[src/source/mips_pkg.sv]
// MIPS core shared definitions
package mips_pkg;

   typedef logic [31:0] word_t;
   typedef logic [4:0]  reg_addr_t;
   typedef logic [5:0]  opcode_t;
   typedef logic [5:0]  funct_t;
   typedef logic [3:0]  alu_op_t;

   // primary opcodes
   localparam opcode_t OP_RTYPE = 6'h00;
   localparam opcode_t OP_ADDI  = 6'h08;
   localparam opcode_t OP_LW    = 6'h23;
   localparam opcode_t OP_SW    = 6'h2b;
   localparam opcode_t OP_BEQ   = 6'h04;

   // r-type function field
   localparam funct_t FUNCT_ADD = 6'h20;
   localparam funct_t FUNCT_SUB = 6'h22;
   localparam funct_t FUNCT_AND = 6'h24;
   localparam funct_t FUNCT_OR  = 6'h25;
   localparam funct_t FUNCT_SLT = 6'h2a;

   // alu selector, textbook encoding
   localparam alu_op_t ALU_AND = 4'b0000;
   localparam alu_op_t ALU_OR  = 4'b0001;
   localparam alu_op_t ALU_ADD = 4'b0010;
   localparam alu_op_t ALU_SUB = 4'b0110;
   localparam alu_op_t ALU_SLT = 4'b0111;

   // register shown on the leds
   localparam reg_addr_t LED_REG = 5'd3;

   // sll r0,r0,0 used as a bubble
   localparam word_t NOP_WORD = 32'h0000_0000;

endpackage
[src/source/mips_pipeline.sv]
// Five-stage MIPS core
module mips_pipeline #(
   parameter int DATA_ADDR_W = 16,
   parameter int IMEM_ADDR_W = 10
) (
   input  logic                   clk,
   input  logic                   rst_n,
   input  mips_pkg::word_t        instr_i,
   output logic [IMEM_ADDR_W-1:0] imem_addr_o,
   output logic                   wb_cyc_o,
   output logic                   wb_stb_o,
   output logic                   wb_we_o,
   output logic [DATA_ADDR_W-1:0] wb_adr_o,
   output mips_pkg::word_t        wb_dat_o,
   input  logic                   wb_ack_i,
   input  mips_pkg::word_t        wb_dat_i,
   output logic [7:0]             led_o
);

   logic mem_stall;
   logic load_stall;
   logic branch_taken;
   mips_pkg::word_t branch_target;

   // IF/ID
   mips_pkg::word_t if_instr;
   mips_pkg::word_t if_pc4;

   // register file read side
   mips_pkg::reg_addr_t rs_addr;
   mips_pkg::reg_addr_t rt_addr;
   mips_pkg::word_t rd_data1;
   mips_pkg::word_t rd_data2;

   // ID/EX
   mips_pkg::word_t id_pc4;
   mips_pkg::word_t id_op1;
   mips_pkg::word_t id_op2;
   mips_pkg::word_t id_imm;
   mips_pkg::reg_addr_t id_rs;
   mips_pkg::reg_addr_t id_rt;
   mips_pkg::reg_addr_t id_rd;
   mips_pkg::funct_t id_funct;
   logic id_regwrite;
   logic id_memread;
   logic id_memwrite;
   logic id_memtoreg;
   logic id_alusrc;
   logic id_branch;

   // EX/MEM
   mips_pkg::word_t ex_result;
   mips_pkg::word_t ex_store_data;
   mips_pkg::reg_addr_t ex_rd;
   logic ex_regwrite;
   logic ex_memread;
   logic ex_memwrite;
   logic ex_memtoreg;

   // writeback
   logic wb_we;
   mips_pkg::reg_addr_t wb_rd;
   mips_pkg::word_t wb_data;

   fetch_stage #(
      .IMEM_ADDR_W(IMEM_ADDR_W)
   ) fetch_stage_i (
      .clk(clk), .rst_n(rst_n), .instr_i(instr_i),
      .mem_stall_i(mem_stall), .load_stall_i(load_stall),
      .branch_taken_i(branch_taken), .branch_target_i(branch_target),
      .imem_addr_o(imem_addr_o), .if_instr_o(if_instr), .if_pc4_o(if_pc4)
   );

   decode_stage decode_stage_i (
      .clk(clk), .rst_n(rst_n), .if_instr_i(if_instr), .if_pc4_i(if_pc4),
      .rd_data1_i(rd_data1), .rd_data2_i(rd_data2),
      .mem_stall_i(mem_stall), .branch_taken_i(branch_taken),
      .rs_addr_o(rs_addr), .rt_addr_o(rt_addr), .load_stall_o(load_stall),
      .id_pc4_o(id_pc4), .id_op1_o(id_op1), .id_op2_o(id_op2), .id_imm_o(id_imm),
      .id_rs_o(id_rs), .id_rt_o(id_rt), .id_rd_o(id_rd), .id_funct_o(id_funct),
      .id_regwrite_o(id_regwrite), .id_memread_o(id_memread),
      .id_memwrite_o(id_memwrite), .id_memtoreg_o(id_memtoreg),
      .id_alusrc_o(id_alusrc), .id_branch_o(id_branch)
   );

   reg_file reg_file_i (
      .clk(clk), .rst_n(rst_n), .rs_addr_i(rs_addr), .rt_addr_i(rt_addr),
      .wr_en_i(wb_we), .wr_addr_i(wb_rd), .wr_data_i(wb_data),
      .rd_data1_o(rd_data1), .rd_data2_o(rd_data2), .led_o(led_o)
   );

   execute_stage execute_stage_i (
      .clk(clk), .rst_n(rst_n),
      .id_pc4_i(id_pc4), .id_op1_i(id_op1), .id_op2_i(id_op2), .id_imm_i(id_imm),
      .id_rs_i(id_rs), .id_rt_i(id_rt), .id_rd_i(id_rd), .id_funct_i(id_funct),
      .id_regwrite_i(id_regwrite), .id_memread_i(id_memread),
      .id_memwrite_i(id_memwrite), .id_memtoreg_i(id_memtoreg),
      .id_alusrc_i(id_alusrc), .id_branch_i(id_branch),
      .mem_stall_i(mem_stall), .wb_we_i(wb_we), .wb_rd_i(wb_rd), .wb_data_i(wb_data),
      .ex_result_o(ex_result), .ex_store_data_o(ex_store_data), .ex_rd_o(ex_rd),
      .ex_regwrite_o(ex_regwrite), .ex_memread_o(ex_memread),
      .ex_memwrite_o(ex_memwrite), .ex_memtoreg_o(ex_memtoreg),
      .branch_taken_o(branch_taken), .branch_target_o(branch_target)
   );

   mem_wb_stage #(
      .DATA_ADDR_W(DATA_ADDR_W)
   ) mem_wb_stage_i (
      .clk(clk), .rst_n(rst_n),
      .ex_result_i(ex_result), .ex_store_data_i(ex_store_data), .ex_rd_i(ex_rd),
      .ex_regwrite_i(ex_regwrite), .ex_memread_i(ex_memread),
      .ex_memwrite_i(ex_memwrite), .ex_memtoreg_i(ex_memtoreg),
      .wb_ack_i(wb_ack_i), .wb_dat_i(wb_dat_i),
      .wb_cyc_o(wb_cyc_o), .wb_stb_o(wb_stb_o), .wb_we_o(wb_we_o),
      .wb_adr_o(wb_adr_o), .wb_dat_o(wb_dat_o), .mem_stall_o(mem_stall),
      .wb_reg_we_o(wb_we), .wb_reg_rd_o(wb_rd), .wb_reg_data_o(wb_data)
   );

endmodule

[src/source/mem_wb_stage.sv]
// Data access, MEM/WB register and writeback
module mem_wb_stage #(
   parameter int DATA_ADDR_W = 16
) (
   input  logic                   clk,
   input  logic                   rst_n,
   input  mips_pkg::word_t        ex_result_i,
   input  mips_pkg::word_t        ex_store_data_i,
   input  mips_pkg::reg_addr_t    ex_rd_i,
   input  logic                   ex_regwrite_i,
   input  logic                   ex_memread_i,
   input  logic                   ex_memwrite_i,
   input  logic                   ex_memtoreg_i,
   input  logic                   wb_ack_i,
   input  mips_pkg::word_t        wb_dat_i,
   output logic                   wb_cyc_o,
   output logic                   wb_stb_o,
   output logic                   wb_we_o,
   output logic [DATA_ADDR_W-1:0] wb_adr_o,
   output mips_pkg::word_t        wb_dat_o,
   output logic                   mem_stall_o,
   output logic                   wb_reg_we_o,
   output mips_pkg::reg_addr_t    wb_reg_rd_o,
   output mips_pkg::word_t        wb_reg_data_o
);

   logic mem_req;
   logic ack_hit;
   logic pending;
   logic memtoreg_q;
   mips_pkg::word_t load_q;
   mips_pkg::word_t result_q;

   assign mem_req = ex_memread_i || ex_memwrite_i;
   // pending keeps cyc low for one cycle after ack
   assign wb_cyc_o = mem_req && !pending;
   assign wb_stb_o = wb_cyc_o;
   assign wb_we_o = wb_cyc_o && ex_memwrite_i;
   assign wb_adr_o = ex_result_i[DATA_ADDR_W+1:2];
   assign wb_dat_o = ex_store_data_i;

   assign ack_hit = wb_cyc_o && wb_ack_i;
   assign mem_stall_o = mem_req && !ack_hit;

   always_ff @(posedge clk) begin
      if (!rst_n) begin
         pending <= 1'b0;
      end else begin
         pending <= ack_hit;
      end
   end

   always_ff @(posedge clk) begin
      if (!rst_n) begin
         wb_reg_we_o <= 1'b0;
         memtoreg_q <= 1'b0;
      end else if (!mem_stall_o) begin
         wb_reg_we_o <= ex_regwrite_i;
         memtoreg_q <= ex_memtoreg_i;
      end
   end

   // load data is valid on the ack cycle when this register loads
   always_ff @(posedge clk) begin
      if (!mem_stall_o) begin
         load_q <= wb_dat_i;
         result_q <= ex_result_i;
         wb_reg_rd_o <= ex_rd_i;
      end
   end

   assign wb_reg_data_o = memtoreg_q ? load_q : result_q;

   assert property (@(posedge clk) disable iff (!rst_n)
      (wb_stb_o && !wb_ack_i) |=>
         (wb_stb_o && $stable(wb_adr_o) && $stable(wb_we_o) && $stable(wb_dat_o)));

endmodule

[src/source/execute_stage.sv]
// Execute stage and EX/MEM register
module execute_stage (
   input  logic                clk,
   input  logic                rst_n,
   input  mips_pkg::word_t     id_pc4_i,
   input  mips_pkg::word_t     id_op1_i,
   input  mips_pkg::word_t     id_op2_i,
   input  mips_pkg::word_t     id_imm_i,
   input  mips_pkg::reg_addr_t id_rs_i,
   input  mips_pkg::reg_addr_t id_rt_i,
   input  mips_pkg::reg_addr_t id_rd_i,
   input  mips_pkg::funct_t    id_funct_i,
   input  logic                id_regwrite_i,
   input  logic                id_memread_i,
   input  logic                id_memwrite_i,
   input  logic                id_memtoreg_i,
   input  logic                id_alusrc_i,
   input  logic                id_branch_i,
   input  logic                mem_stall_i,
   input  logic                wb_we_i,
   input  mips_pkg::reg_addr_t wb_rd_i,
   input  mips_pkg::word_t     wb_data_i,
   output mips_pkg::word_t     ex_result_o,
   output mips_pkg::word_t     ex_store_data_o,
   output mips_pkg::reg_addr_t ex_rd_o,
   output logic                ex_regwrite_o,
   output logic                ex_memread_o,
   output logic                ex_memwrite_o,
   output logic                ex_memtoreg_o,
   output logic                branch_taken_o,
   output mips_pkg::word_t     branch_target_o
);

   mips_pkg::word_t op_a;
   mips_pkg::word_t fwd_b;
   mips_pkg::word_t op_b;
   mips_pkg::word_t alu_result;
   mips_pkg::alu_op_t alu_op;

   // EX/MEM has priority over MEM/WB
   // a load in EX/MEM has no result yet
   function automatic mips_pkg::word_t fwd(input mips_pkg::reg_addr_t src,
                                          input mips_pkg::word_t reg_val);
      if (ex_regwrite_o && !ex_memtoreg_o && (ex_rd_o != '0) && (ex_rd_o == src)) begin
         return ex_result_o;
      end else if (wb_we_i && (wb_rd_i != '0) && (wb_rd_i == src)) begin
         return wb_data_i;
      end
      return reg_val;
   endfunction

   always_comb begin
      op_a = fwd(id_rs_i, id_op1_i);
      fwd_b = fwd(id_rt_i, id_op2_i);
   end

   assign op_b = id_alusrc_i ? id_imm_i : fwd_b;

   // immediate forms all add
   always_comb begin
      if (id_alusrc_i) begin
         alu_op = mips_pkg::ALU_ADD;
      end else begin
         case (id_funct_i)
            mips_pkg::FUNCT_SUB: alu_op = mips_pkg::ALU_SUB;
            mips_pkg::FUNCT_AND: alu_op = mips_pkg::ALU_AND;
            mips_pkg::FUNCT_OR:  alu_op = mips_pkg::ALU_OR;
            mips_pkg::FUNCT_SLT: alu_op = mips_pkg::ALU_SLT;
            default:             alu_op = mips_pkg::ALU_ADD;
         endcase
      end
   end

   always_comb begin
      case (alu_op)
         mips_pkg::ALU_SUB: alu_result = op_a - op_b;
         mips_pkg::ALU_AND: alu_result = op_a & op_b;
         mips_pkg::ALU_OR:  alu_result = op_a | op_b;
         mips_pkg::ALU_SLT: alu_result = {31'b0, $signed(op_a) < $signed(op_b)};
         default:           alu_result = op_a + op_b;
      endcase
   end

   // beq resolves here but never while frozen
   assign branch_taken_o = id_branch_i && (op_a == fwd_b) && !mem_stall_i;
   assign branch_target_o = id_pc4_i + {id_imm_i[29:0], 2'b00};

   always_ff @(posedge clk) begin
      if (!rst_n) begin
         ex_regwrite_o <= 1'b0;
         ex_memread_o <= 1'b0;
         ex_memwrite_o <= 1'b0;
         ex_memtoreg_o <= 1'b0;
      end else if (!mem_stall_i) begin
         ex_regwrite_o <= id_regwrite_i;
         ex_memread_o <= id_memread_i;
         ex_memwrite_o <= id_memwrite_i;
         ex_memtoreg_o <= id_memtoreg_i;
      end
   end

   always_ff @(posedge clk) begin
      if (!mem_stall_i) begin
         ex_result_o <= alu_result;
         ex_store_data_o <= fwd_b;
         ex_rd_o <= id_rd_i;
      end
   end

   // the slot behind a taken beq is always flushed
   assert property (@(posedge clk) disable iff (!rst_n)
      branch_taken_o |=> !branch_taken_o);

endmodule

[src/source/reg_file.sv]
// Register file with LED mirror
module reg_file (
   input  logic                clk,
   input  logic                rst_n,
   input  mips_pkg::reg_addr_t rs_addr_i,
   input  mips_pkg::reg_addr_t rt_addr_i,
   input  logic                wr_en_i,
   input  mips_pkg::reg_addr_t wr_addr_i,
   input  mips_pkg::word_t     wr_data_i,
   output mips_pkg::word_t     rd_data1_o,
   output mips_pkg::word_t     rd_data2_o,
   output logic [7:0]          led_o
);

   mips_pkg::word_t regs [32];

   // r0 is hardwired, a write in flight is seen at once
   function automatic mips_pkg::word_t read_port(input mips_pkg::reg_addr_t addr);
      if (addr == '0) begin
         return '0;
      end else if (wr_en_i && (wr_addr_i == addr)) begin
         return wr_data_i;
      end
      return regs[addr];
   endfunction

   always_comb begin
      rd_data1_o = read_port(rs_addr_i);
      rd_data2_o = read_port(rt_addr_i);
   end

   always_ff @(posedge clk) begin
      if (wr_en_i && (wr_addr_i != '0)) begin
         regs[wr_addr_i] <= wr_data_i;
      end
   end

   always_ff @(posedge clk) begin
      if (!rst_n) begin
         led_o <= '0;
      end else if (wr_en_i && (wr_addr_i == mips_pkg::LED_REG)) begin
         led_o <= wr_data_i[7:0];
      end
   end

endmodule

[src/source/decode_stage.sv]
// Decode stage and ID/EX register
module decode_stage (
   input  logic                clk,
   input  logic                rst_n,
   input  mips_pkg::word_t     if_instr_i,
   input  mips_pkg::word_t     if_pc4_i,
   input  mips_pkg::word_t     rd_data1_i,
   input  mips_pkg::word_t     rd_data2_i,
   input  logic                mem_stall_i,
   input  logic                branch_taken_i,
   output mips_pkg::reg_addr_t rs_addr_o,
   output mips_pkg::reg_addr_t rt_addr_o,
   output logic                load_stall_o,
   output mips_pkg::word_t     id_pc4_o,
   output mips_pkg::word_t     id_op1_o,
   output mips_pkg::word_t     id_op2_o,
   output mips_pkg::word_t     id_imm_o,
   output mips_pkg::reg_addr_t id_rs_o,
   output mips_pkg::reg_addr_t id_rt_o,
   output mips_pkg::reg_addr_t id_rd_o,
   output mips_pkg::funct_t    id_funct_o,
   output logic                id_regwrite_o,
   output logic                id_memread_o,
   output logic                id_memwrite_o,
   output logic                id_memtoreg_o,
   output logic                id_alusrc_o,
   output logic                id_branch_o
);

   mips_pkg::opcode_t opcode;
   mips_pkg::reg_addr_t dest;
   mips_pkg::word_t imm;
   logic regdst;
   // regwrite, memread, memwrite, memtoreg, alusrc, branch
   logic [5:0] ctrl;
   logic [5:0] ctrl_q;

   assign opcode = if_instr_i[31:26];
   assign rs_addr_o = if_instr_i[25:21];
   assign rt_addr_o = if_instr_i[20:16];
   assign imm = {{16{if_instr_i[15]}}, if_instr_i[15:0]};
   assign dest = regdst ? if_instr_i[15:11] : rt_addr_o;

   always_comb begin
      regdst = 1'b0;
      ctrl = 6'b000000;
      case (opcode)
         mips_pkg::OP_RTYPE: begin
            regdst = 1'b1;
            ctrl = 6'b100000;
         end
         mips_pkg::OP_ADDI: ctrl = 6'b100010;
         mips_pkg::OP_LW:   ctrl = 6'b110110;
         mips_pkg::OP_SW:   ctrl = 6'b001010;
         mips_pkg::OP_BEQ:  ctrl = 6'b000001;
         default:           ctrl = 6'b000000;
      endcase
   end

   // load in EX feeding the instruction in ID
   assign load_stall_o = id_memread_o && !mem_stall_i &&
                         ((id_rd_o == rs_addr_o) || (id_rd_o == rt_addr_o));

   always_ff @(posedge clk) begin
      if (!rst_n) begin
         ctrl_q <= '0;
      end else if (!mem_stall_i) begin
         if (load_stall_o || branch_taken_i) begin
            ctrl_q <= '0;
         end else begin
            ctrl_q <= ctrl;
         end
      end
   end

   always_ff @(posedge clk) begin
      if (!mem_stall_i) begin
         id_pc4_o <= if_pc4_i;
         id_op1_o <= rd_data1_i;
         id_op2_o <= rd_data2_i;
         id_imm_o <= imm;
         id_rs_o <= rs_addr_o;
         id_rt_o <= rt_addr_o;
         id_rd_o <= dest;
         id_funct_o <= if_instr_i[5:0];
      end
   end

   assign {id_regwrite_o, id_memread_o, id_memwrite_o,
           id_memtoreg_o, id_alusrc_o, id_branch_o} = ctrl_q;

endmodule

[src/source/fetch_stage.sv]
// Instruction fetch stage
module fetch_stage #(
   parameter int IMEM_ADDR_W = 10
) (
   input  logic                   clk,
   input  logic                   rst_n,
   input  mips_pkg::word_t        instr_i,
   input  logic                   mem_stall_i,
   input  logic                   load_stall_i,
   input  logic                   branch_taken_i,
   input  mips_pkg::word_t        branch_target_i,
   output logic [IMEM_ADDR_W-1:0] imem_addr_o,
   output mips_pkg::word_t        if_instr_o,
   output mips_pkg::word_t        if_pc4_o
);

   mips_pkg::word_t pc;
   mips_pkg::word_t pc4;

   assign pc4 = pc + 32'd4;
   // word address into the rom
   assign imem_addr_o = pc[IMEM_ADDR_W+1:2];

   always_ff @(posedge clk) begin
      if (!rst_n) begin
         pc <= '0;
      end else if (mem_stall_i) begin
         pc <= pc;
      end else if (branch_taken_i) begin
         pc <= branch_target_i;
      end else if (!load_stall_i) begin
         pc <= pc4;
      end
   end

   // IF/ID, squashed on a taken branch
   always_ff @(posedge clk) begin
      if (!rst_n) begin
         if_instr_o <= mips_pkg::NOP_WORD;
      end else if (!mem_stall_i) begin
         if (branch_taken_i) begin
            if_instr_o <= mips_pkg::NOP_WORD;
         end else if (!load_stall_i) begin
            if_instr_o <= instr_i;
         end
      end
   end

   always_ff @(posedge clk) begin
      if (!mem_stall_i && !load_stall_i) begin
         if_pc4_o <= pc4;
      end
   end

endmodule

[config.mk]
export PLATFORM = sky130hd
export DESIGN_NAME = mips_pipeline
export DESIGN_NICKNAME = d
export VERILOG_FILES = /design/src/source/mips_pkg.sv /design/src/source/mips_pipeline.sv /design/src/source/mem_wb_stage.sv /design/src/source/execute_stage.sv /design/src/source/reg_file.sv /design/src/source/decode_stage.sv /design/src/source/fetch_stage.sv
export SDC_FILE = /design/constraint.sdc
export NUM_CORES = 2
export LEC_CHECK = 0
export BUFFER_PORTS_ARGS = -buffer_cell sky130_fd_sc_hd__buf_2
export CAP_MARGIN = 20
export CORE_MARGIN = 2
export CORE_UTILIZATION = 52
export CTS_CLUSTER_DIAMETER = 50
export CTS_CLUSTER_SIZE = 10
export DETAILED_ROUTE_END_ITERATION = 12
export PLACE_DENSITY_LB_ADDON = 0.1
export SLEW_MARGIN = 20
export SYNTH_ARGS = -nofsm -noshare
export SYNTH_HDL_FRONTEND = slang
export SYNTH_SLANG_ARGS = --single-unit
[constraint.sdc]
create_clock -name clk -period 19.1 [get_ports clk]
set_clock_uncertainty 0.15 [all_clocks]
set_input_delay 2.865 -clock clk [delete_from_list [all_inputs] [get_ports clk]]
set_output_delay 2.865 -clock clk [all_outputs]
set_load 0.02 [all_outputs]
==> results list <==
- Overall power: between 8000 and 9000 uW
* Most frequently used cell type in the post-synthesis netlist: sky130_fd_sc_hd__edfxtp_1
* Number of max-slew violations in the final report: 0
* Critical path type: reg2reg
* Final Hold Violating Endpoints: 0
* NumNets Final: between 4000 and 5000
* Type of destination of the critical path: register
* Total Negative Setup Slacks: 0 ps
- The share of synthesized area in the top cell type comes to a little under three fifths.
* GRT Total Usage: 29.3%
- The clock passes through at most 3 buffers.
* CTS Root Buffer Type: sky130_fd_sc_hd__clkbuf_16
- Sequential fraction of the synthesis area: roughly 59%
- Via Count: 40400
- In this run the worst setup path begins at mem_wb_stage_i.wb_reg_rd_o[3].
* Leading cell types by count after synthesis: sky130_fd_sc_hd__edfxtp_1, sky130_fd_sc_hd__mux4_2, sky130_fd_sc_hd__nor2_1, sky130_fd_sc_hd__clkbuf_1, sky130_fd_sc_hd__nand2_1
- In this run, post-CTS repair resized a total of 0 instances.
- The final layout contains routed wiring with a total length of between 150 and 200 mm.
* Congestion Overflow GR: 0
- Counting buffers and inverters, the worst setup path is 16 cells deep.
- For this run, asynchronously set or reset flops after synthesis account for 0%.
- On the worst path, the slowest cell contributes a delay of 720 ps.
- Synth Cell Area: about 67000 um2
- Worst voltage drop across the vdd grid: 0.0892 mV
- The floorplan step defined a die boundary enclosing between 100000 and 150000 um2.
* Maximum net fanout on the critical path: 19
- Setup violations remaining at the end of the flow were counted as 0.
- Flip-flop cell with the highest count after synthesis: sky130_fd_sc_hd__edfxtp_1
- End of the worst register-to-register path: execute_stage_i.ex_result_o[28]
* Status: completed
* Highest achievable clock rate: 147 MHz
* Total of warnings raised by yosys: 0
- Clock buffer count from CTS: about 170
* DR vias/cell: 6.80
- In this run the post-CTS setup repair buffer count came out at 0.
* Clock transition at the register clock pins on the worst setup and hold paths after CTS: 50 ps
* Clk Latency, worst-skew pair: ~790 ps
* Unrepaired setup endpoints after global routing: false
- Power density over the cells: 113 nW/um2
- Die span in x: 363 um
- At the end of routability-driven placement, the weighted congestion stood at 0.916.
- Top cells by area, synth: sky130_fd_sc_hd__edfxtp_1, sky130_fd_sc_hd__mux4_2, sky130_fd_sc_hd__dfxtp_1, sky130_fd_sc_hd__ha_1, sky130_fd_sc_hd__mux2i_1
- For this block, the initial DRC count from the detailed router was around 5000.
* Wire length per cell: between 30 and 40 um
- Number of synthesized flops with an enable pin: ~1300
* Worst-path cell with the longest stage delay: sky130_fd_sc_hd__o311ai_4
- The H-tree generated during clock tree synthesis spans 4 levels.
* Initial Utilization: 52.5%
- Static leakage: ~0.025 uW
- Fill cells in the final layout number approximately 9700.
* Endpoint arrival time on the critical path: just over 7000 ps
- In this run the vertical extent of the chip is around 360 um.
* Initial DRT Pass Iterations: 7
- The worst hold path passes through 0 cells.
- In the routed design, unresolved DRC markers number 0.
* Worst R2R Setup Slack: about 12000 ps
* Hold endpoint: decode_stage_i.id_pc4_o[8]
- Syn-to-layout area delta: 11.2%
* Detail Route Antenna Nets: 0
- Area of the core region: around 130000 um2
- In the final layout, the share of cells above drive strength 1 is between 20% and 30%.
- Number of instances in the synthesized netlist: about 4000
- Number of global-route vias before repair: 39700
- The first global-routing pass estimated between 200 and 300 mm of wire.
- The biggest area contributor in the post-synthesis netlist is sky130_fd_sc_hd__edfxtp_1.
- Post-Synthesis Mean Instance Area: approximately 16 um2
- Crit path max-delay family: compound AO/OA/AOI/OAI gates
* Relative max-transition margin: approximately a quarter
* Port bufs: 135
- about 140 I/O pins were placed.
- Max-cap violations in this run came to 0.
* Slew at the pin closest to its max-slew limit: around 1100 ps
- Subtracting the final worst setup slack from the clock period gives 6820 ps.
- The floorplan has around 130 rows.
- The worst path uses a little over a third of the clock period.
- Distinct cells, synth: 87
- Half-perimeter wire length of the detailed placement result: 112 mm
- At the worst endpoint, the required time is 19480 ps.
- Measured in cells, the most critical reg-to-reg path has a length of 16.
- Synth Register Bits: approximately 1300
* Antenna violations before repair: 1
* Hold-fix buffers at CTS: 0
- Crit-path cells: or3_1, o311ai_4, nor2_2, buf_4, o21ai_1, o21ai_0, mux2_2, ha_1, a2111oi_0, a211oi_1, a211oi_1, o31ai_1, a31o_2, a211o_1, a211oi_1, a21oi_1
- Hold_sp: fetch_stage_i.if_pc4_o[8]
* Most frequent cell on the critical path: sky130_fd_sc_hd__a211oi_1
- Nature of the critical path startpoint: register
- Clock sink count: about 1300
* Maximum number of pins on one net before global-route repair: 153
- TritonCTS clock tree: built
- Reg-to-reg startpoint: mem_wb_stage_i.wb_reg_rd_o[3]
- Type of the most critical hold path: reg2reg
- Counting both buffers and inverters, the worst setup path holds a total of 1.
flip-flops by register name, summed over array words and instances, names as in the netlist, 8 cells and up, named ones only:
name,count
reg_file_i.regs,1024
execute_stage_i.ex_store_data_o,32
decode_stage_i.id_op1_o,32
reg_file_i.led_o,8
execute_stage_i.ex_result_o,32
mem_wb_stage_i.load_q,32
decode_stage_i.id_op2_o,32
decode_stage_i.id_pc4_o,10
mem_wb_stage_i.result_q,32
fetch_stage_i.pc,10
fetch_stage_i.if_instr_o,32
fetch_stage_i.if_pc4_o,10
decode_stage_i.id_imm_o,11
where the power goes:
group / leakage [uW] / total, uW / switching (uW) / internal, uW
Combinational: 0.00983 / 1650 / 1090 / 560
Sequential: 0.0126 / 3930 / 159 / 3770
Clock: 0.00232 / 2820 / 1190 / 1640
worst register-to-register path, stage by stage (launching register included):
cell and delay [ps]:
sky130_fd_sc_hd__edfxtp_1 580, sky130_fd_sc_hd__or3_1 690, sky130_fd_sc_hd__o311ai_4 720, sky130_fd_sc_hd__nor2_2 90, sky130_fd_sc_hd__buf_4 250, sky130_fd_sc_hd__o21ai_1 320, sky130_fd_sc_hd__o21ai_0 270, sky130_fd_sc_hd__mux2_2 370
sky130_fd_sc_hd__ha_1 370, sky130_fd_sc_hd__a2111oi_0 690, sky130_fd_sc_hd__a211oi_1 200, sky130_fd_sc_hd__a211oi_1 690, sky130_fd_sc_hd__o31ai_1 260, sky130_fd_sc_hd__a31o_2 330, sky130_fd_sc_hd__a211o_1 310, sky130_fd_sc_hd__a211oi_1 210
sky130_fd_sc_hd__a21oi_1 80
cell type report:
class                           count  area (um2)  share of cell area [%]
Sequential cell                  1348       39800                    53.4
Timing Repair Buffer              232        1480                    1.99
Inverter                          134         503                   0.674
Clock buffer                      210        4480                    6.00
Clock inverter                     35         279                   0.374
Antenna cell                        1        2.50                 0.00335
Multi-Input combinational cell   2319       26000                    34.8
Tap cell                         1662        2080                    2.79
placed cells by master (no fill, tap or decap), types with 44 or more instances in the layout:
master	n
sky130_fd_sc_hd__buf_4	91
sky130_fd_sc_hd__ha_1	106
sky130_fd_sc_hd__clkbuf_16	174
sky130_fd_sc_hd__dfxtp_1	60
sky130_fd_sc_hd__nor2_1	210
sky130_fd_sc_hd__inv_1	130
sky130_fd_sc_hd__xor2_1	48
sky130_fd_sc_hd__edfxtp_1	1277
sky130_fd_sc_hd__a21oi_1	142
sky130_fd_sc_hd__a211oi_1	50
sky130_fd_sc_hd__nand3_1	44
sky130_fd_sc_hd__mux4_2	640
sky130_fd_sc_hd__buf_2	135
sky130_fd_sc_hd__o21ai_0	137
sky130_fd_sc_hd__mux2i_1	128
sky130_fd_sc_hd__nand2_1	166
metrics by stage:
stage / utilization (%) / instance area (um2) / instances / worst slack, ps / hold slack (ps)
floorplan: - / 67200 / 4100 / 5180 / 250
global placement: 54.6 / 69800 / 5691 / 12460 / 253
detailed placement: 54.6 / 69800 / 5691 / 12360 / 255
CTS: 58.3 / 74500 / 5936 / 12340 / 267
global route: 58.4 / 74600 / 5940 / 11850 / 277
finish: 58.4 / 74600 / 5941 / 12280 / 268
worst max path at each step:
stage | to | slack (ps)
final | execute_stage_i.ex_result_o[28] | 12280
after global routing | execute_stage_i.ex_result_o[28] | 11850
after CTS | execute_stage_i.ex_result_o[28] | 12340
after detailed placement | execute_stage_i.ex_result_o[28] | 12360
after global placement | execute_stage_i.ex_result_o[28] | 12460
after floorplan | register | 5180
logic make-up after synthesis:
| group | Yosys count | share of synthesized area, % |
|---|---|---|
| AO/OA/AOI/OAI | 671 | 6.73 |
| XOR/XNOR | 83 | 1.13 |
| adder cells (fa/ha/maj) | 109 | 2.07 |
| buffers and inverters | 433 | 2.60 |
| flip-flops | 1348 | 59.3 |
| multiplexers | 804 | 24.0 |
| other | 1 | 0.00559 |
| AND/OR/NAND/NOR | 620 | 4.18 |
per-layer routing:
| layer | vias to the layer above | wire length (um) | global-route usage [%] |
|---|---|---|---|
| met2 | 2142 | 90700 | 45.8 |
| met4 | 0 | 6260 | 9.93 |
| li1 | 16900 | - | - |
| met3 | 344 | 18600 | 6.58 |
| met1 | 21000 | 75700 | 40.9 |
| met5 | - | 0 | 0 |
Note: power is estimated with default switching activity, not from simulation.
